$ cat src/hw/anim_pkg.sv
package anim_pkg;

  localparam int ROWS          = 64;
  localparam int ROW_ADDR_W    = 6;
  localparam int ROW_W         = 512;
  localparam int BYTES_PER_ROW = 64;

  // Upper bits select the row, lower bits the byte in it.
  localparam int WR_ADDR_W     = 12;

  localparam int TIMER_W       = 24;
  localparam int HOLD_BIT      = 12;  // Hardware build used 22.

  typedef enum logic {
    WAITING   = 1'b0,
    SWITCHING = 1'b1
  } ctrl_state_e;

  // One image row, seen whole for reads and byte by byte for writes.
  typedef union packed {
    logic [ROW_W-1:0]              raw;
    logic [BYTES_PER_ROW-1:0][7:0] bytes;
  } pixel_row_u;

endpackage

$ cat src/hw/frame_bus_if.sv
`timescale 1ns/100ps

interface frame_bus_if;

  logic                            rd;       // One-cycle row read strobe.
  logic [anim_pkg::ROW_ADDR_W-1:0] rd_addr;
  logic                            wr;       // One-cycle byte write strobe.
  logic [anim_pkg::WR_ADDR_W-1:0]  wr_addr;
  logic [7:0]                      wr_data;
  logic [anim_pkg::ROW_W-1:0]      data;
  logic                            charged;  // High for the cycle data is valid.

  modport ram (
    input  rd,
    input  rd_addr,
    input  wr,
    input  wr_addr,
    input  wr_data,
    output data,
    output charged
  );

  modport reader (
    output rd,
    output rd_addr,
    input  data,
    input  charged
  );

  modport writer (
    output wr,
    output wr_addr,
    output wr_data
  );

endinterface

$ cat src/hw/row_select.sv
`timescale 1ns/100ps

module row_select (
  input  logic                            clk,
  input  logic                            rst,
  input  logic                            in_rd,
  input  logic [anim_pkg::ROW_ADDR_W-1:0] in_ADDR,
  input  logic                            frame,
  frame_bus_if.reader                     bus0,
  frame_bus_if.reader                     bus1,
  output logic [anim_pkg::ROW_W-1:0]      out_data,
  output logic                            out_VRAM_SIGNAL
);

  logic tag_q;  // Bank of the read in its request stage.
  logic sel_q;  // Bank of the read whose row is on the output.

  // Only the shown bank sees the strobe, the address goes to both.
  assign bus0.rd      = in_rd & ~frame;
  assign bus1.rd      = in_rd & frame;
  assign bus0.rd_addr = in_ADDR;
  assign bus1.rd_addr = in_ADDR;

  // The tag follows the read down the memory pipeline so a swap
  // in between does not redirect it.
  always_ff @(posedge clk) begin
    if (rst) begin
      tag_q <= 1'b0;
      sel_q <= 1'b0;
    end else begin
      if (in_rd) begin
        tag_q <= frame;
      end
      sel_q <= tag_q;
    end
  end

  assign out_data        = sel_q ? bus1.data : bus0.data;
  assign out_VRAM_SIGNAL = bus0.charged | bus1.charged;

endmodule

$ cat src/flat_wrapper.sv
// flat-port wrapper written by rule: the top's interface ports become plain ports
module row_select_flat 
  (clk, rst, in_rd, in_ADDR, frame, out_data, out_VRAM_SIGNAL, bus0_rd, bus0_rd_addr, bus0_data, bus0_charged, bus1_rd, bus1_rd_addr, bus1_data, bus1_charged);
  frame_bus_if bus0_i ();
  frame_bus_if bus1_i ();
  input  logic clk;
  input  logic rst;
  input  logic in_rd;
  input  logic [anim_pkg::ROW_ADDR_W-1:0] in_ADDR;
  input  logic frame;
  output logic [anim_pkg::ROW_W-1:0] out_data;
  output logic out_VRAM_SIGNAL;
  output wire logic [$bits(bus0_i.rd)-1:0] bus0_rd;
  output wire logic [$bits(bus0_i.rd_addr)-1:0] bus0_rd_addr;
  input wire logic [$bits(bus0_i.data)-1:0] bus0_data;
  input wire logic [$bits(bus0_i.charged)-1:0] bus0_charged;
  output wire logic [$bits(bus1_i.rd)-1:0] bus1_rd;
  output wire logic [$bits(bus1_i.rd_addr)-1:0] bus1_rd_addr;
  input wire logic [$bits(bus1_i.data)-1:0] bus1_data;
  input wire logic [$bits(bus1_i.charged)-1:0] bus1_charged;
  assign bus0_rd = bus0_i.rd;
  assign bus0_rd_addr = bus0_i.rd_addr;
  assign bus0_i.data = bus0_data;
  assign bus0_i.charged = bus0_charged;
  assign bus1_rd = bus1_i.rd;
  assign bus1_rd_addr = bus1_i.rd_addr;
  assign bus1_i.data = bus1_data;
  assign bus1_i.charged = bus1_charged;
  row_select u_core (.clk(clk), .rst(rst), .in_rd(in_rd), .in_ADDR(in_ADDR), .frame(frame), .bus0(bus0_i), .bus1(bus1_i), .out_data(out_data), .out_VRAM_SIGNAL(out_VRAM_SIGNAL));
endmodule
$ cat config.mk
export PLATFORM = sky130hd
export DESIGN_NAME = row_select_flat
export DESIGN_NICKNAME = d
export VERILOG_FILES = /design/src/hw/anim_pkg.sv /design/src/hw/frame_bus_if.sv /design/src/hw/row_select.sv /design/src/flat_wrapper.sv
export SDC_FILE = /design/constraint.sdc
export NUM_CORES = 1
export LEC_CHECK = 0
export BUFFER_PORTS_ARGS = -buffer_cell sky130_fd_sc_hd__buf_2
export CORE_AREA = 5 5 609 611
export DETAILED_ROUTE_END_ITERATION = 7
export DIE_AREA = 0 0 614 616
export PLACE_DENSITY = 0.3
export SYNTH_ARGS = -nofsm -noshare
export SYNTH_HDL_FRONTEND = slang
export SYNTH_SLANG_ARGS = --single-unit
$ cat constraint.sdc
create_clock -name clk -period 2 [get_ports clk]
set_clock_uncertainty 0.15 [all_clocks]
set_input_delay 0.4 -clock clk [delete_from_list [all_inputs] [get_ports clk]]
set_output_delay 0.4 -clock clk [all_outputs]
set_load 0.03 [all_outputs]
==> summary.md <==
| Metric | Value |
|---|---|
| Die width | `614 um` |
| Critical Path Source | `u_core.sel_q` |
| Post-layout total power | `0.00714 W` |
| Initial core utilization | `1.80%` |
| Placed inst area | `20500 um^2` |
| Dominant cell by count in the synthesized netlist | `mux2_2` |
| Pleak | `9.24 nW` |
| Largest net degree at the start of global routing | `26` |
| Cell Rows | `222` |
| Antenna violations before repair | `610` |
| Port bufs | `1544` |
| Setup CP Type | `reg -> out` |
| Clock Tree Root | `clkbuf_16` |
| Post-place setup slack | `-0.404 ns` |
| CTS tree | `done` |
| Initial DRC Count | `815` |
| Drt wl/cell | `45.7 um` |
| Sequential share of the synthesized area | `less than 1%` |
| Most frequent cells after synthesis | `mux2_2 (512), buf_6 (46), buf_4 (12)` |
| Crit end category | `output pin` |
| Area share of the largest cell type after synthesis | `87.7%` |
| First-pass GRT wire length | `354 mm` |
| Peak fanout along the critical path | `12` |
| Reg2Reg Depth | `2` |
| Slew margin rel. | `64.4%` |
| DRC | `0` |
| Routed vias/inst | `2.16` |
| Failing checks | `setup timing` |
| Cell area after layout | `22600 um^2` |
| Async set-or-reset flop fraction in the synthesized netlist | `0%` |
| Core box area | `364000 um^2` |
| H-tree levels | `1` |
| Outcome | `complete, but fails checks` |
| Overall Global Routing Usage | `16.4%` |
| Pwr Density | `316 nW/um^2` |
| Nets | `3202` |
| Clock Sinks | `2` |
| Area Overhead vs Synth | `244%` |
| Placed cells | `about 6900` |
| Vias in the first global route | `13458` |
| Max-Cap Viols | `0` |
| Mapped Cells | `589` |
| RSZ-0062 raised after global routing | `true` |
| Die area | `378000 um^2` |
| Die H | `616 um` |
| CTS Hold Buffers Added | `0` |
| Slew Viols, Final | `0` |
| Worst hold path type | `in -> reg` |
| Syn_area_per_cell | `11.2 um^2` |
| Count of final hold-check violations | `0` |
| EDFF count, synth | `0` |
| Clock-pin slew on the worst setup and hold paths | `~0.03 ns` |
| Final setup margin | `-0.370 ns` |
| Syn. warnings | `0` |
| Final setup violation count | `just over 500` |
| HP Start | `rst` |
| Post-layout util | `6.21%` |
| Max frequency | `between 400 and 500 MHz` |
| Layout cell share with drive strength beyond 1 | `99.7%` |
| WP data arrival | `around 1.8 ns` |
| Post-DRT Antenna Nets | `0` |
| Non-Filler Instances | `7132` |
| Commonest register cell after synthesis | `dfxtp_1` |
| Post-DP HPWL | `316 mm` |
| Ports | `1563` |
| Yosys cell types | `11` |
| Synth Register Bits | `2` |
| CTS buffer count | `3` |
| Final wirelength | `326 mm` |
| Hold Path Cell Cnt | `2` |
| Yosys top cell by area | `mux2_2` |
| Reg2reg setup slack | `approximately 1.3 ns` |
| Synthesized cell area | `6580 um^2` |
| Reg2reg start | `u_core.tag_q` |
| Max IR drop VDD | `162 uV` |
| Startpoint types | `flip-flop` |
| Clk_lat worst skew | `0.22 ns` |
| Required @ worst endpoint | `about 1.5 ns` |
| Vias | `15415` |
| CTS Buffer Depth | `2` |
| Worst-margin pin slew | `0.537 ns` |
| Hold-critical path endpoint | `u_core.tag_q` |
| GP Congestion | `1.08` |
| Synth top area cells | `mux2_2 (88%), buf_6 (7.9%), clkbuf_8 (1.7%)` |
| Clock period minus final worst setup slack | `2.37 ns` |
| 1st-pass router iterations | `5` |
| FF-to-FF End | `u_core.tag_q` |
| Total gr overflow | `0` |
| Crit share post-route | `119%` |
| Post-Syn Nets | `1625` |
flip-flops by register name (all words and copies together) (netlist names):
signal        count
u_core.tag_q      1
u_core.sel_q      1
worst max path at each step:
| stage | to | cells after the start |
|---|---|---|
| 4_1_cts | out_data[420] | 5 |
| 5_1_grt | out_data[3] | 5 |
| 6_report | out_data[420] | 5 |
| 2_1_floorplan | out_data[100] | 4 |
| 3_5_place_dp | out_data[37] | 5 |
| 3_3_place_gp | out_data[37] | 5 |
worst max-delay path, cell delays in order (launching register included):
cell and delay [ns]:
dfxtp_4 0.37, buf_16 0.18, buf_16 0.19, buf_16 0.17
mux2_2 0.42, buf_4 0.21
final cells by class:
| cell class | instances | area (um^2) |
|---|---|---|
| Tap cell | 4816 | 6030 |
| Fill cell | 43268 | 342000 |
| Sequential cell | 2 | 43.8 |
| Clock buffer | 4 | 78.8 |
| Timing Repair Buffer | 1641 | 10100 |
| Multi-Input combinational cell | 518 | 6040 |
| Antenna cell | 151 | 378 |
per-layer routing:
metal | vias to the layer above | track usage (%) | share of wire, % | wire length [um]
met5 | - | 0 | 0.54 | 1750
met4 | 262 | 1.91 | 2.8 | 9090
met3 | 1022 | 11.1 | 16 | 51600
met2 | 1982 | 28.8 | 48 | 155000
met1 | 6563 | 16.5 | 33 | 108000
li1 | 5586 | - | - | -
stage by stage:
step                hold WS [ns]  setup TNS (ns)
finish                     0.259         -136.19
global placement           0.326          -38.11
detailed placement         0.332          -38.03
floorplan                  0.287               0
global route               0.275         -162.25
CTS                        0.289         -159.94
cells by family after synthesis:
logic type | Yosys count | share of synthesized area [%]
buffers and inverters | 69 | 11.1
DFF | 2 | 0.609
muxes | 513 | 87.8
and+or+nand+nor | 5 | 0.438
where the power goes:
group          total (W)  internal, W  switching [W]
clock network   0.000311     0.000262      0.0000481
logic            0.00679      0.00234        0.00445
registers      0.0000434    0.0000415     0.00000190
total            0.00714      0.00264        0.00450
cells in the final DEF (no fill, tap or decap):
cell type	count
buf_16	14
bufbuf_16	4
buf_4	95
mux2_4	64
or2_2	1
clkbuf_16	4
clkbuf_4	2
mux2i_1	1
mux2_2	448
clkbuf_1	1
diode_2	151
nor2b_1	2
and2_1	1
buf_12	37
buf_6	94
dfxtp_4	1
buf_8	2
buf_2	1392
dfxtp_1	1
nor2_1	1
timing repair:
item                       4_1_cts  5_1_grt
setup endpoints to repair      507      512
gates resized for setup        232      144
setup buffers                   25        1
gates cloned                     8        1
Note: power is estimated with default switching activity, not from simulation.
