==> src/hw/anim_pkg.sv <==
package anim_pkg;

  localparam int ROWS          = 64;
  localparam int ROW_ADDR_W    = 6;
  localparam int ROW_W         = 512;
  localparam int BYTES_PER_ROW = 64;

  // Upper bits select the row, lower bits the byte in it.
  localparam int WR_ADDR_W     = 12;

  localparam int TIMER_W       = 24;
  localparam int HOLD_BIT      = 12;  // Hardware build used 22.

  typedef enum logic {
    WAITING   = 1'b0,
    SWITCHING = 1'b1
  } ctrl_state_e;

  // One image row, seen whole for reads and byte by byte for writes.
  typedef union packed {
    logic [ROW_W-1:0]              raw;
    logic [BYTES_PER_ROW-1:0][7:0] bytes;
  } pixel_row_u;

endpackage

==> src/hw/frame_bus_if.sv <==
`timescale 1ns/100ps

interface frame_bus_if;

  logic                            rd;       // One-cycle row read strobe.
  logic [anim_pkg::ROW_ADDR_W-1:0] rd_addr;
  logic                            wr;       // One-cycle byte write strobe.
  logic [anim_pkg::WR_ADDR_W-1:0]  wr_addr;
  logic [7:0]                      wr_data;
  logic [anim_pkg::ROW_W-1:0]      data;
  logic                            charged;  // High for the cycle data is valid.

  modport ram (
    input  rd,
    input  rd_addr,
    input  wr,
    input  wr_addr,
    input  wr_data,
    output data,
    output charged
  );

  modport reader (
    output rd,
    output rd_addr,
    input  data,
    input  charged
  );

  modport writer (
    output wr,
    output wr_addr,
    output wr_data
  );

endinterface

==> src/hw/frame_switch_ctrl.sv <==
`timescale 1ns/100ps

module frame_switch_ctrl (
  input  logic                           clk,
  input  logic                           rst,
  input  logic                           in_VRAM_AVAILABLE,
  input  logic                           wr,
  input  logic [anim_pkg::WR_ADDR_W-1:0] wr_addr,
  input  logic [7:0]                     wr_data,
  output logic                           frame,
  frame_bus_if.writer                    bus0,
  frame_bus_if.writer                    bus1
);

  logic [anim_pkg::TIMER_W-1:0] timer;
  logic [anim_pkg::TIMER_W-1:0] timer_next;
  anim_pkg::ctrl_state_e        state;
  anim_pkg::ctrl_state_e        state_next;
  logic                         frame_next;
  logic                         hold_done;

  assign hold_done = timer[anim_pkg::HOLD_BIT];

  always_comb begin
    timer_next = timer;
    state_next = state;
    frame_next = frame;
    case (state)
      anim_pkg::WAITING: begin
        if (hold_done) begin
          // Hold has passed, the timer stays put until the host allows a swap.
          if (in_VRAM_AVAILABLE) begin
            timer_next = '0;
            frame_next = ~frame;
            state_next = anim_pkg::SWITCHING;
          end
        end else begin
          timer_next = timer + anim_pkg::TIMER_W'(1);
        end
      end
      anim_pkg::SWITCHING: begin
        timer_next = timer + anim_pkg::TIMER_W'(1);  // Counting starts here.
        state_next = anim_pkg::WAITING;
      end
      default: begin
        timer_next = '0;
        state_next = anim_pkg::WAITING;
      end
    endcase
  end

  always_ff @(posedge clk) begin
    if (rst) begin
      timer <= '0;
      state <= anim_pkg::WAITING;
      frame <= 1'b1;  // Bank 1 is shown first.
    end else begin
      timer <= timer_next;
      state <= state_next;
      frame <= frame_next;
    end
  end

  // Host writes land in the bank that is not shown.
  assign bus0.wr      = wr & frame;
  assign bus1.wr      = wr & ~frame;
  assign bus0.wr_addr = wr_addr;
  assign bus1.wr_addr = wr_addr;
  assign bus0.wr_data = wr_data;
  assign bus1.wr_data = wr_data;

endmodule

==> src/flat_wrapper.sv <==
// flat-port wrapper written by rule: the top's interface ports become plain ports
module frame_switch_ctrl_flat 
  (clk, rst, in_VRAM_AVAILABLE, wr, wr_addr, wr_data, frame, bus0_wr, bus0_wr_addr, bus0_wr_data, bus1_wr, bus1_wr_addr, bus1_wr_data);
  frame_bus_if bus0_i ();
  frame_bus_if bus1_i ();
  input  logic clk;
  input  logic rst;
  input  logic in_VRAM_AVAILABLE;
  input  logic wr;
  input  logic [anim_pkg::WR_ADDR_W-1:0] wr_addr;
  input  logic [7:0] wr_data;
  output logic frame;
  output wire logic [$bits(bus0_i.wr)-1:0] bus0_wr;
  output wire logic [$bits(bus0_i.wr_addr)-1:0] bus0_wr_addr;
  output wire logic [$bits(bus0_i.wr_data)-1:0] bus0_wr_data;
  output wire logic [$bits(bus1_i.wr)-1:0] bus1_wr;
  output wire logic [$bits(bus1_i.wr_addr)-1:0] bus1_wr_addr;
  output wire logic [$bits(bus1_i.wr_data)-1:0] bus1_wr_data;
  assign bus0_wr = bus0_i.wr;
  assign bus0_wr_addr = bus0_i.wr_addr;
  assign bus0_wr_data = bus0_i.wr_data;
  assign bus1_wr = bus1_i.wr;
  assign bus1_wr_addr = bus1_i.wr_addr;
  assign bus1_wr_data = bus1_i.wr_data;
  frame_switch_ctrl u_core (.clk(clk), .rst(rst), .in_VRAM_AVAILABLE(in_VRAM_AVAILABLE), .wr(wr), .wr_addr(wr_addr), .wr_data(wr_data), .frame(frame), .bus0(bus0_i), .bus1(bus1_i));
endmodule
==> config.mk <==
export PLATFORM = sky130hd
export DESIGN_NAME = frame_switch_ctrl_flat
export DESIGN_NICKNAME = d
export VERILOG_FILES = /design/src/hw/anim_pkg.sv /design/src/hw/frame_bus_if.sv /design/src/hw/frame_switch_ctrl.sv /design/src/flat_wrapper.sv
export SDC_FILE = /design/constraint.sdc
export NUM_CORES = 1
export LEC_CHECK = 0
export ABC_AREA = 1
export BUFFER_PORTS_ARGS = -buffer_cell sky130_fd_sc_hd__buf_2
export CORE_MARGIN = 5
export CORE_UTILIZATION = 43
export DETAILED_ROUTE_END_ITERATION = 8
export GPL_ROUTABILITY_DRIVEN = 0
export MAX_ROUTING_LAYER = met4
export PLACE_DENSITY = 0.85
export RECOVER_POWER = 100
export SETUP_SLACK_MARGIN = 0.3
export SKIP_CTS_REPAIR_TIMING = 1
export SYNTH_ARGS = -nofsm -noshare
export SYNTH_HDL_FRONTEND = slang
export SYNTH_SLANG_ARGS = --single-unit
==> constraint.sdc <==
create_clock -name clk -period 1.5 [get_ports clk]
set_input_delay 0.075 -clock clk [delete_from_list [all_inputs] [get_ports clk]]
set_output_delay 0.075 -clock clk [all_outputs]
set_load 0.005 [all_outputs]
==> metrics.cfg <==
[layout]
num-nets-final = 160
layout-drive-gt1-share = 0.194
area_delta_synth_final_pct = -14.9
fin_util = 0.382
nFillCells = 245
n_antenna_cell = 0

[die]
die_width_um = 60.6
num_io_pins = 67
start_util = 0.449
dieHeight_um = 60.6
coreArea_sq_mm = 0.00245
die-area_sq_mm = 0.00368
rows = 18

[grt]
grt_overflow = 0
antenna_found_initial = 0
grt_pass1_vias = 728
grt_usage = 0.109
grt_pass1_wl_mm = 3.04
grt_max_degree = 11

[route]
drt-vias-per-instance = 4.65
via_count = 763
dr.pass1.iters = 4
wl_per_cell_um = 10.9
drc = 0
drt-total-wl_mm = 1.79
drt_iter0_markers = 31
postRouteAntennaNets = 0

[yosys]
synth.most_common_cell = buf_4
syn_avg_cell_area_sq_um = 6.80
synth_cell_types = 18
yosys-mux-area-fraction = 0
synth_xor_area_frac = 0
synth_top_area_frac = 0.272
synth_fa_ha_area_frac = 0.0114
yosys_warnings = 0
synth_top_family_by_area = buffers and inverters
syn_area_sq_mm = 0.00110
async_flop_share = 0
synthTopCellsByArea = buf_4, dfxtp_1, nand2_1
yosysSeqAreaShare = 0.272
synth_simple_gate_area_frac = 0.272
synth_area_leader_cell = buf_4
synth-compound-area-share = 0.0897
syn_inst = 162
synth_ff_type = dfxtp_1
synthTopCellsByCount = buf_4, nand2_1, inv_1
synth_edf_count = 0
synth_seq_cells = 15
syn_nets = 187

[critical_path]
reg2reg_depth = 6
reg2reg_from = u_core.timer[12]
rrSetupSlack_ns = 0.30
cp_max_fo = 9
worstSetupPathType = register to register
end_kind = register
r2r_end = u_core.frame
cp.arrival_ns = 1.42
start_kind = register
worstPathRequired_ns = 1.72

[clock_tree]
cts_tree = yes
htreeDepth = 1
clkSinkCount = 15
cts_buffers = 3
root_buffer = clkbuf_4
path_clk_slew_ns = 0.09
clock_latency_ns = 0.29
clk_path_buf_depth = 2

[timing]
finalMaxSlewViolations = 0
fmax_mhz = 834
clock_skew_ns = 0.000927
min_period_ns = 1.20
fin_tns_setup_ns = 0
maxSlewHeadroom = 0.813
final.setup.worst_slack_ns = 0.301
hold_violations = 0
period_share = 0.799
worst_slew_pin_slew_ns = 0.281
rsz0062_at_grt = true
final-setup-viol-count = 0

[placed_design]
dp_hpwl_mm = 1.19
dp_worst_setup_slack_ns = 0.284
io_buffers = 6

[power]
p_comb_frac = 0.072
total_power_mw = 0.710
netSwitchingFraction = 0.248
seqPwrFrac = 0.592
vdd_drop_max_mv = 0.402
intPower_mw = 0.534
leakagePower_nw = 0.430
powerDensity_mw_per_mm2 = 757
pwr-share-clk = 0.337
switching_power_mw = 0.176

[flow_run]
drv_cap = 0

[worst_hold_path]
whs_endpoint = u_core.timer[1]
hold_depth = 2
hold_start = rst
worstHoldPathType = input port to register

[run_status]
status = completed

==> metal layers <==
layer / vias to the layer above / wire length, um / GRT usage
met5: - / 0 / -
met4: 0 / 19 / 0.0526
met3: 4 / 140 / 0.0277
met2: 20 / 872 / 0.151
met1: 332 / 753 / 0.145
li1: 407 / - / -
==> worst max-delay path by stage <==
stage                           end              from  slack (ns)  depth (start not counted)
detailed placement  u_core.timer[8]   u_core.timer[0]        0.28                          6
CTS                 u_core.timer[8]   u_core.timer[0]        0.27                          6
global placement    u_core.timer[8]   u_core.timer[0]        0.32                          6
floorplan           u_core.timer[8]   u_core.timer[0]        0.37                          6
global route        u_core.timer[8]   u_core.timer[1]        0.13                          6
finish                 u_core.frame  u_core.timer[12]        0.30                          6
==> state kept, by name, summed over array words and instances, names as in the netlist <==
| signal | cells |
|---|---|
| u_core.timer | 13 |
| u_core.state | 1 |
| u_core.frame | 1 |
==> power by group through the flow <==
stage / clock network (mW) / registers (mW) / logic [mW]
after detailed placement: 0 / 0.427 / 0.0491
after floorplan: 0 / 0.426 / 0.115
after CTS: 0.240 / 0.418 / 0.0495
after global routing: 0.267 / 0.423 / 0.0582
final: 0.239 / 0.420 / 0.0508
after global placement: 0 / 0.426 / 0.0483
==> cell usage in the layout, fill, tap and decap left out, types with 4 or more instances in the layout <==
cell	Yosys	routed
a21oi_1	9	9
buf_2	0	5
clkbuf_4	0	4
dfxtp_1	15	14
inv_1	21	21
nand2_1	33	32
nand3_1	8	8
nor2_1	10	8
o21ai_0	4	8
==> worst max-delay path: stages (launching register included) <==
cell     delay [ns]
dfxtp_1        0.37
inv_1          0.09
nor2_4         0.22
nand2_4        0.13
nand2_1        0.14
inv_2          0.05
o21ai_0        0.13
==> metrics by stage <==
step	area, sq um	hold WS, ns	std cells
floorplan	1100	0.144	162
global placement	870	0.150	158
detailed placement	870	0.150	158
CTS	896	0.0271	162
global route	938	0.0142	164
finish	938	0.0209	164
==> cells by family (layout without fill, tap and decap cells) <==
kind of cell,Yosys count,in the layout
buffers and inverters,64,36
AND/OR/NAND/NOR,63,63
AO/OA/AOI/OAI,19,19
flip-flops,15,15
adder cells (fa/ha/maj),1,1
==> layout make-up <==
type / instances / area (sq um) / area share
timing repair buffer: 8 / 43.8 / 0.0467
multi-input combinational: 83 / 437 / 0.465
sequential: 15 / 304 / 0.324
tap: 30 / 37.5 / 0.0400
inverter: 24 / 90.1 / 0.0960
clock buffer: 4 / 26.3 / 0.0280
Power figures use the tool's default switching activity.
